$ cat src/common/zmap_settings.svh
`ifndef ZMAP_SETTINGS_SVH
`define ZMAP_SETTINGS_SVH

// 16 KB windows over the 64 KB CPU space
`define ZMAP_WINDOWS 4

// page ports #10AF..#13AF
`define ZMAP_PORT_LO 8'hAF
`define ZMAP_PORT_HI_BASE 8'h10

`define ZMAP_PAGE_W 8
`define ZMAP_DADDR_W 21     // 16-bit words, 4 MB

`endif

$ cat src/common/zmap_pkg.sv
`include "zmap_settings.svh"

package zmap_pkg;

    typedef logic [15:0] zaddr_t;
    typedef logic [7:0] zdata_t;

    typedef logic [`ZMAP_PAGE_W-1:0] page_t;      // 16 KB units
    typedef logic [$clog2(`ZMAP_WINDOWS)-1:0] win_sel_t;

    typedef logic [`ZMAP_DADDR_W-1:0] daddr_t;
    typedef logic [1:0] bsel_t;                   // {high byte, low byte}

    // one start pulse per Z80 cycle
    typedef enum logic [1:0] {
        bus_idle,
        bus_io,
        bus_mem
    } bus_state_t;

endpackage

$ cat src/common/zbus_if.sv
`timescale 1ns/100ps

interface zbus_if;

    zmap_pkg::zaddr_t a;    // sampled along with the strobes
    zmap_pkg::zdata_t d;

    logic rd;
    logic wr;

    logic iord;             // level, whole io read
    logic iowr_s;           // one-cycle start pulses
    logic mem_s;

    modport decoder (
        output a, d,
        output rd, wr,
        output iord, iowr_s, mem_s
    );

    modport client (
        input a, d,
        input rd, wr,
        input iord, iowr_s, mem_s
    );

endinterface

$ cat src/design/zsignals.sv
`timescale 1ns/100ps

module zsignals (
    input  logic             fclk,
    input  logic             arst_n,
    input  logic             iorq_n,
    input  logic             mreq_n,
    input  logic             rd_n,
    input  logic             wr_n,
    input  zmap_pkg::zaddr_t a,
    input  zmap_pkg::zdata_t d_in,
    zbus_if.decoder          bus
);

    // {iorq, mreq, rd, wr}, active high
    logic [3:0] strb_s1;
    logic [3:0] strb_s2;

    zmap_pkg::zaddr_t a_s1;
    zmap_pkg::zaddr_t a_s2;
    zmap_pkg::zdata_t d_s1;
    zmap_pkg::zdata_t d_s2;

    zmap_pkg::bus_state_t state;
    logic iowr_s;
    logic mem_s;

    logic iorq;
    logic mreq;
    logic rd;
    logic wr;
    logic io_cond;
    logic mem_cond;

    always_ff @(posedge fclk or negedge arst_n) begin
        if (!arst_n) begin
            strb_s1 <= '0;
            strb_s2 <= '0;
        end else begin
            strb_s1 <= ~{iorq_n, mreq_n, rd_n, wr_n};
            strb_s2 <= strb_s1;
        end
    end

    // same two stages as the strobes
    always_ff @(posedge fclk) begin
        a_s1 <= a;
        a_s2 <= a_s1;
        d_s1 <= d_in;
        d_s2 <= d_s1;
    end

    assign iorq = strb_s2[3];
    assign mreq = strb_s2[2];
    assign rd   = strb_s2[1];
    assign wr   = strb_s2[0];

    assign io_cond  = iorq & (rd | wr);
    assign mem_cond = mreq & (rd | wr);

    always_ff @(posedge fclk or negedge arst_n) begin
        if (!arst_n) begin
            state  <= zmap_pkg::bus_idle;
            iowr_s <= 1'b0;
            mem_s  <= 1'b0;
        end else begin
            iowr_s <= 1'b0;
            mem_s  <= 1'b0;
            case (state)
                zmap_pkg::bus_idle: begin
                    if (io_cond) begin
                        state  <= zmap_pkg::bus_io;
                        iowr_s <= wr;       // reads need no pulse
                    end else if (mem_cond) begin
                        state <= zmap_pkg::bus_mem;
                        mem_s <= 1'b1;
                    end
                end
                zmap_pkg::bus_io: begin
                    if (!io_cond)
                        state <= zmap_pkg::bus_idle;
                end
                zmap_pkg::bus_mem: begin
                    if (!mem_cond)
                        state <= zmap_pkg::bus_idle;
                end
                default: state <= zmap_pkg::bus_idle;
            endcase
        end
    end

    assign bus.a      = a_s2;
    assign bus.d      = d_s2;
    assign bus.rd     = rd;
    assign bus.wr     = wr;
    assign bus.iord   = iorq & rd;
    assign bus.iowr_s = iowr_s;
    assign bus.mem_s  = mem_s;

endmodule

$ cat src/zmap/page_window.sv
`timescale 1ns/100ps
`include "zmap_settings.svh"

module page_window #(
    parameter int WIN = 0       // window index
) (
    input  logic            fclk,
    input  logic            arst_n,
    zbus_if.client          bus,
    output zmap_pkg::page_t page,
    output logic            win_hit,
    output logic            port_hit
);

    localparam logic [7:0] PORT_HI = 8'(`ZMAP_PORT_HI_BASE + WIN);
    localparam zmap_pkg::win_sel_t WIN_SEL = zmap_pkg::win_sel_t'(WIN);
    localparam zmap_pkg::page_t PAGE_RST = zmap_pkg::page_t'(WIN);

    logic page_we;

    // full 16-bit decode of the page port
    assign port_hit = (bus.a[7:0] == `ZMAP_PORT_LO) && (bus.a[15:8] == PORT_HI);

    assign page_we = bus.iowr_s & port_hit;

    always_ff @(posedge fclk or negedge arst_n) begin
        if (!arst_n)
            page <= PAGE_RST;    // window i starts on page i
        else if (page_we)
            page <= zmap_pkg::page_t'(bus.d);
    end

    assign win_hit = (bus.a[15:14] == WIN_SEL);

endmodule

$ cat src/zmap/zmap_mux.sv
`timescale 1ns/100ps
`include "zmap_settings.svh"

module zmap_mux (
    input  logic              fclk,
    input  logic              arst_n,
    zbus_if.client            bus,
    input  logic              win_hit [`ZMAP_WINDOWS],
    input  zmap_pkg::page_t   win_page [`ZMAP_WINDOWS],
    input  logic              port_hit [`ZMAP_WINDOWS],
    output zmap_pkg::zdata_t  d_out,
    output logic              d_oe,
    output zmap_pkg::daddr_t  dram_addr,
    output logic              dram_req,
    output logic              dram_rnw,
    output zmap_pkg::bsel_t   dram_bsel
);

    zmap_pkg::page_t mem_page;
    zmap_pkg::page_t rd_page;
    logic any_port;

    // hits are one-hot, so an or-mux is enough
    always_comb begin
        mem_page = '0;
        rd_page  = '0;
        any_port = 1'b0;
        for (int i = 0; i < `ZMAP_WINDOWS; i++) begin
            if (win_hit[i])
                mem_page = mem_page | win_page[i];
            if (port_hit[i]) begin
                rd_page  = rd_page | win_page[i];
                any_port = 1'b1;
            end
        end
    end

    assign d_out = zmap_pkg::zdata_t'(rd_page);
    assign d_oe  = bus.iord & any_port;

    always_ff @(posedge fclk or negedge arst_n) begin
        if (!arst_n)
            dram_req <= 1'b0;
        else
            dram_req <= bus.mem_s;  // one pulse per memory cycle
    end

    // word address plus byte lane, held until the next cycle
    always_ff @(posedge fclk) begin
        if (bus.mem_s) begin
            dram_addr <= {mem_page, bus.a[13:1]};
            dram_rnw  <= bus.rd;
            dram_bsel <= {bus.a[0], ~bus.a[0]};
        end
    end

endmodule

$ cat src/design/zmap_top.sv
`timescale 1ns/100ps
`include "zmap_settings.svh"

module zmap_top (
    input  logic             fclk,
    input  logic             arst_n,

    // z80
    input  logic             iorq_n,
    input  logic             mreq_n,
    input  logic             rd_n,
    input  logic             wr_n,
    input  zmap_pkg::zaddr_t a,
    input  zmap_pkg::zdata_t d_in,
    output zmap_pkg::zdata_t d_out,
    output logic             d_oe,

    // dram request
    output zmap_pkg::daddr_t dram_addr,
    output logic             dram_req,
    output logic             dram_rnw,
    output zmap_pkg::bsel_t  dram_bsel
);

    zbus_if bus ();

    logic            win_hit [`ZMAP_WINDOWS];
    zmap_pkg::page_t win_page [`ZMAP_WINDOWS];
    logic            port_hit [`ZMAP_WINDOWS];

    zsignals zsignals (
        .fclk   (fclk),
        .arst_n (arst_n),
        .iorq_n (iorq_n),
        .mreq_n (mreq_n),
        .rd_n   (rd_n),
        .wr_n   (wr_n),
        .a      (a),
        .d_in   (d_in),
        .bus    (bus.decoder)
    );

    // ports #10AF..#13AF
    for (genvar i = 0; i < `ZMAP_WINDOWS; i++) begin : g_win
        page_window #(
            .WIN (i)
        ) page_window (
            .fclk     (fclk),
            .arst_n   (arst_n),
            .bus      (bus.client),
            .page     (win_page[i]),
            .win_hit  (win_hit[i]),
            .port_hit (port_hit[i])
        );
    end

    zmap_mux zmap_mux (
        .fclk      (fclk),
        .arst_n    (arst_n),
        .bus       (bus.client),
        .win_hit   (win_hit),
        .win_page  (win_page),
        .port_hit  (port_hit),
        .d_out     (d_out),
        .d_oe      (d_oe),
        .dram_addr (dram_addr),
        .dram_req  (dram_req),
        .dram_rnw  (dram_rnw),
        .dram_bsel (dram_bsel)
    );

endmodule

$ cat config.mk
export PLATFORM = sky130hd
export DESIGN_NAME = zmap_top
export DESIGN_NICKNAME = d
export VERILOG_FILES = /design/src/common/zmap_pkg.sv /design/src/common/zbus_if.sv /design/src/design/zsignals.sv /design/src/zmap/page_window.sv /design/src/zmap/zmap_mux.sv /design/src/design/zmap_top.sv
export VERILOG_INCLUDE_DIRS = /design/src /design/src/common
export SDC_FILE = /design/constraint.sdc
export NUM_CORES = 1
export LEC_CHECK = 0
export ABC_CLOCK_PERIOD_IN_PS = 2080
export BUFFER_PORTS_ARGS = -buffer_cell sky130_fd_sc_hd__buf_4
export CORE_AREA = 4 4 114 116
export DETAILED_ROUTE_END_ITERATION = 7
export DIE_AREA = 0 0 118 120
export GPL_TIMING_DRIVEN = 0
export PLACE_DENSITY = 0.59
export SLEW_MARGIN = 20
export SYNTH_ARGS = -nofsm -noshare
export SYNTH_HDL_FRONTEND = slang
export SYNTH_HIERARCHICAL = 1
export SYNTH_SLANG_ARGS = --single-unit
$ cat constraint.sdc
create_clock -name fclk -period 2.08 [get_ports fclk]
set_input_delay 0.104 -clock fclk [delete_from_list [all_inputs] [get_ports fclk]]
set_output_delay 0.104 -clock fclk [all_outputs]
set_load 0.01 [all_outputs]
==> impl_metrics.ini <==
[synth]
async_reset_ff_frac = 0.385
seq_area_frac_synth = 0.697
netlist_instances = 247
post-synth-top-count-cell = dfxtp_1
synth.cell_area_sq_um = 4030
synth_warnings = 6
postSynthNetCount = 277
synth-edff-count = 24
yosys.area.top_type = dfrtp_1
avgSynthCellArea_sq_um = 16.3
post_synth_num_cell_types = 29
ys_seq_elements = 117
synth.top_cells.by_count = dfxtp_1 (48), dfrtp_1 (41), a22oi_1 (32)
yosysTopAreaCellShare = 0.254
ys.flop_type = dfxtp_1
yosys-top-cells-area = dfrtp_1 (25%), dfxtp_1 (24%), edfxtp_1 (18%)

[power]
cellPowerDensity_nw_per_um2 = 961
total_power_uw = 5520
p_leak_uw = 0.00267
vdd_drop_max_mv = 0.556

[outcome]
violations = negative setup slack
run_status = finished with violations

[drt]
viasPerCell = 4.68
wl_met3_microns = 492
post_drt_wl_per_cell_microns = 16.2
drc = 0
route.met2.wl_microns = 4360
wirelength_microns = 8580
first_pass_iters = 4
top_layer = met4
wl_met1_microns = 3580
routed-via-count = 2484
postRouteAntennaNets = 0
drtIter0Drc = 166

[clocking]
max-clock-path-buffers = 2
path_clk_slew_ns = 0.05
clk_latency_ns = 0.41
cts_tree = done
cts_sinks = 117
cts-root-buf = clkbuf_16
cts_htree_levels = 4
numCtsBuffers = 17

[global_routing]
gr-total-overflow = 0
grt_usage = 0.129
grt_max_degree = 46
grt_pass1_vias = 2559
grt_antenna_before_repair = 0
grt_pass1_wl_microns = 13700

[timing]
finClkSkew_ns = 0.00920
rsz0062_at_grt = yes
maxSlewViolCount = 0
hold_slack_ns = 0.247
worst_slack_ns = -0.233
post-route-min-period_ns = 2.31
setup_viol = 9
fin_setup_tns_ns = -1.75
hold_violations = 0
tightest_slew_ns = 0.613
max-slew-margin-rel = 0.591
max_freq_mhz = 432
fin_crit_sh = 1.11

[cells_and_area]
diodes = 0
multi_input_comb_area_sq_um = 1160
nNetsFinal = 401
finalInstanceArea_sq_um = 5740
final_cells = 531
final_layout_size_suffix_gt1_frac = 0.458
register_area_sq_um = 2840
n_fill_cell = 1048
area.growth.synth_to_final_pct = 42.3

[die]
dieHeight_microns = 120
dieArea_sq_um = 14200
core_region_area_sq_um = 11900
start_util = 0.339
die_x_microns = 118
rows = 40
ios = 64

[worst_hold_path]
hold_path_class = primary input to asynchronous set/reset pin

[placed_design]
io_buffers = 63
placedInstanceArea_sq_um = 4690
gp_congestion = 0.739
dp_cells = 457
hpwl_microns = 5100

[worst_setup_path]
required_ns = 1.98
start_kind = register
worst_r2r_path_depth = 6
worstPathMaxFanout = 5
arrival_ns = 2.21
critPathKind = register to primary output
endpoint_kind = primary output

[flow_run]
maxCapViolCount = 0
[flip-flops by register name, summed over array words and instances, names as in the netlist, 2 cells and up]
name	flops
g_win.page_window/page	32
zmap_mux/dram_addr	21
zmap_mux/dram_bsel	2
zsignals/a_s1	16
zsignals/bus.a	16
zsignals/bus.d	8
zsignals/d_s1	8
zsignals/state	2
zsignals/strb_s1	4
zsignals/strb_s2	4
[timing repair]
item	4_1_cts	5_1_grt
hold buffers	29	0
setup buffers	5	5
resized for setup	17	12
setup endpoints to repair	9	9
hold endpoints to repair	69	0
pin swaps	5	6
cloned	2	1
[metrics by stage]
| stage | worst slack, ns | util |
|---|---|---|
| 2_1_floorplan | 0.240 | - |
| 3_3_place_gp | 0.00805 | 0.394 |
| 3_5_place_dp | 0.00250 | 0.394 |
| 4_1_cts | -0.243 | 0.475 |
| 5_1_grt | -0.290 | 0.482 |
| 6_report | -0.233 | 0.482 |
[final timing paths]
kind / start / end / slack (ns)
setup / recovery: zsignals/bus.a[8]$_DFF_P_ / d_oe / -0.23
hold / removal: arst_n / g_win[2].page_window/page[0]$_DFFE_PN0P_ / 0.25
setup reg to reg: zsignals/bus.a[13]$_DFF_P_ / g_win[2].page_window/page[6]$_DFFE_PN0P_ / 0.03
hold reg to reg: zsignals/a_s1[7]$_DFF_P_ / zsignals/bus.a[7]$_DFF_P_ / 0.32
max in group asynchronous: arst_n / zsignals/bus.mem_s$_DFF_PN0_ / 1.40
min in group fclk: zsignals/a_s1[7]$_DFF_P_ / zsignals/bus.a[7]$_DFF_P_ / 0.32
[metal layers]
| layer | GRT usage | vias to the layer above |
|---|---|---|
| met5 | 0 | - |
| met4 | 0.0659 | 0 |
| met3 | 0.0438 | 11 |
| met2 | 0.214 | 71 |
| met1 | 0.149 | 1233 |
| li1 | - | 1169 |
[cells in the final DEF (no fill, tap or decap), types with 4 or more instances in the layout]
cell | Yosys | final
buf_4 | 0 | 70
dfrtp_1 | 41 | 40
dfxtp_1 | 48 | 39
a22oi_1 | 32 | 31
dlygate4sd3_1 | 0 | 29
edfxtp_1 | 24 | 24
clkbuf_16 | 0 | 18
mux2_2 | 16 | 16
mux2_4 | 16 | 16
nand2_1 | 16 | 16
buf_6 | 2 | 10
inv_6 | 0 | 6
nand4bb_1 | 6 | 6
or4b_4 | 4 | 5
inv_1 | 5 | 5
dfxtp_2 | 0 | 5
nor4_4 | 4 | 4
nand2_4 | 4 | 4
dfstp_2 | 4 | 4
dfxtp_4 | 0 | 4
[worst max-delay path: stages (launching register included)]
cell and delay [ns]:
dfxtp_4 0.35, or4b_4 0.55, nor4_4 0.27, buf_4 0.18, buf_6 0.13, o41a_1 0.20
buf_6 0.12
[cell families (layout without fill, tap and decap cells)]
family | after synthesis | after routing | synth area share
DFF | 117 | 117 | 0.697
buffers and inverters | 13 | 150 | 0.0164
and+or+nand+nor | 52 | 52 | 0.120
muxes | 32 | 32 | 0.104
AOI/OAI and AO/OA | 33 | 33 | 0.0623
[power breakdown]
part,total (uW),internal (uW),switching (uW)
Clock,2860,1780,1080
Sequential,2470,2410,62.2
Combinational,190,117,73.5
Total,5520,4300,1210
[layout make-up]
| cell class | instances | share of cell area |
|---|---|---|
| Buffer | 8 | 0.0105 |
| Clock buffer | 19 | 0.0809 |
| Clock inverter | 13 | 0.0229 |
| Inverter | 5 | 0.00327 |
| Multi-Input combinational cell | 117 | 0.203 |
| Sequential cell | 117 | 0.494 |
| Tap cell | 147 | 0.0320 |
| Timing Repair Buffer | 105 | 0.154 |
(Power assumes the default switching activity.)
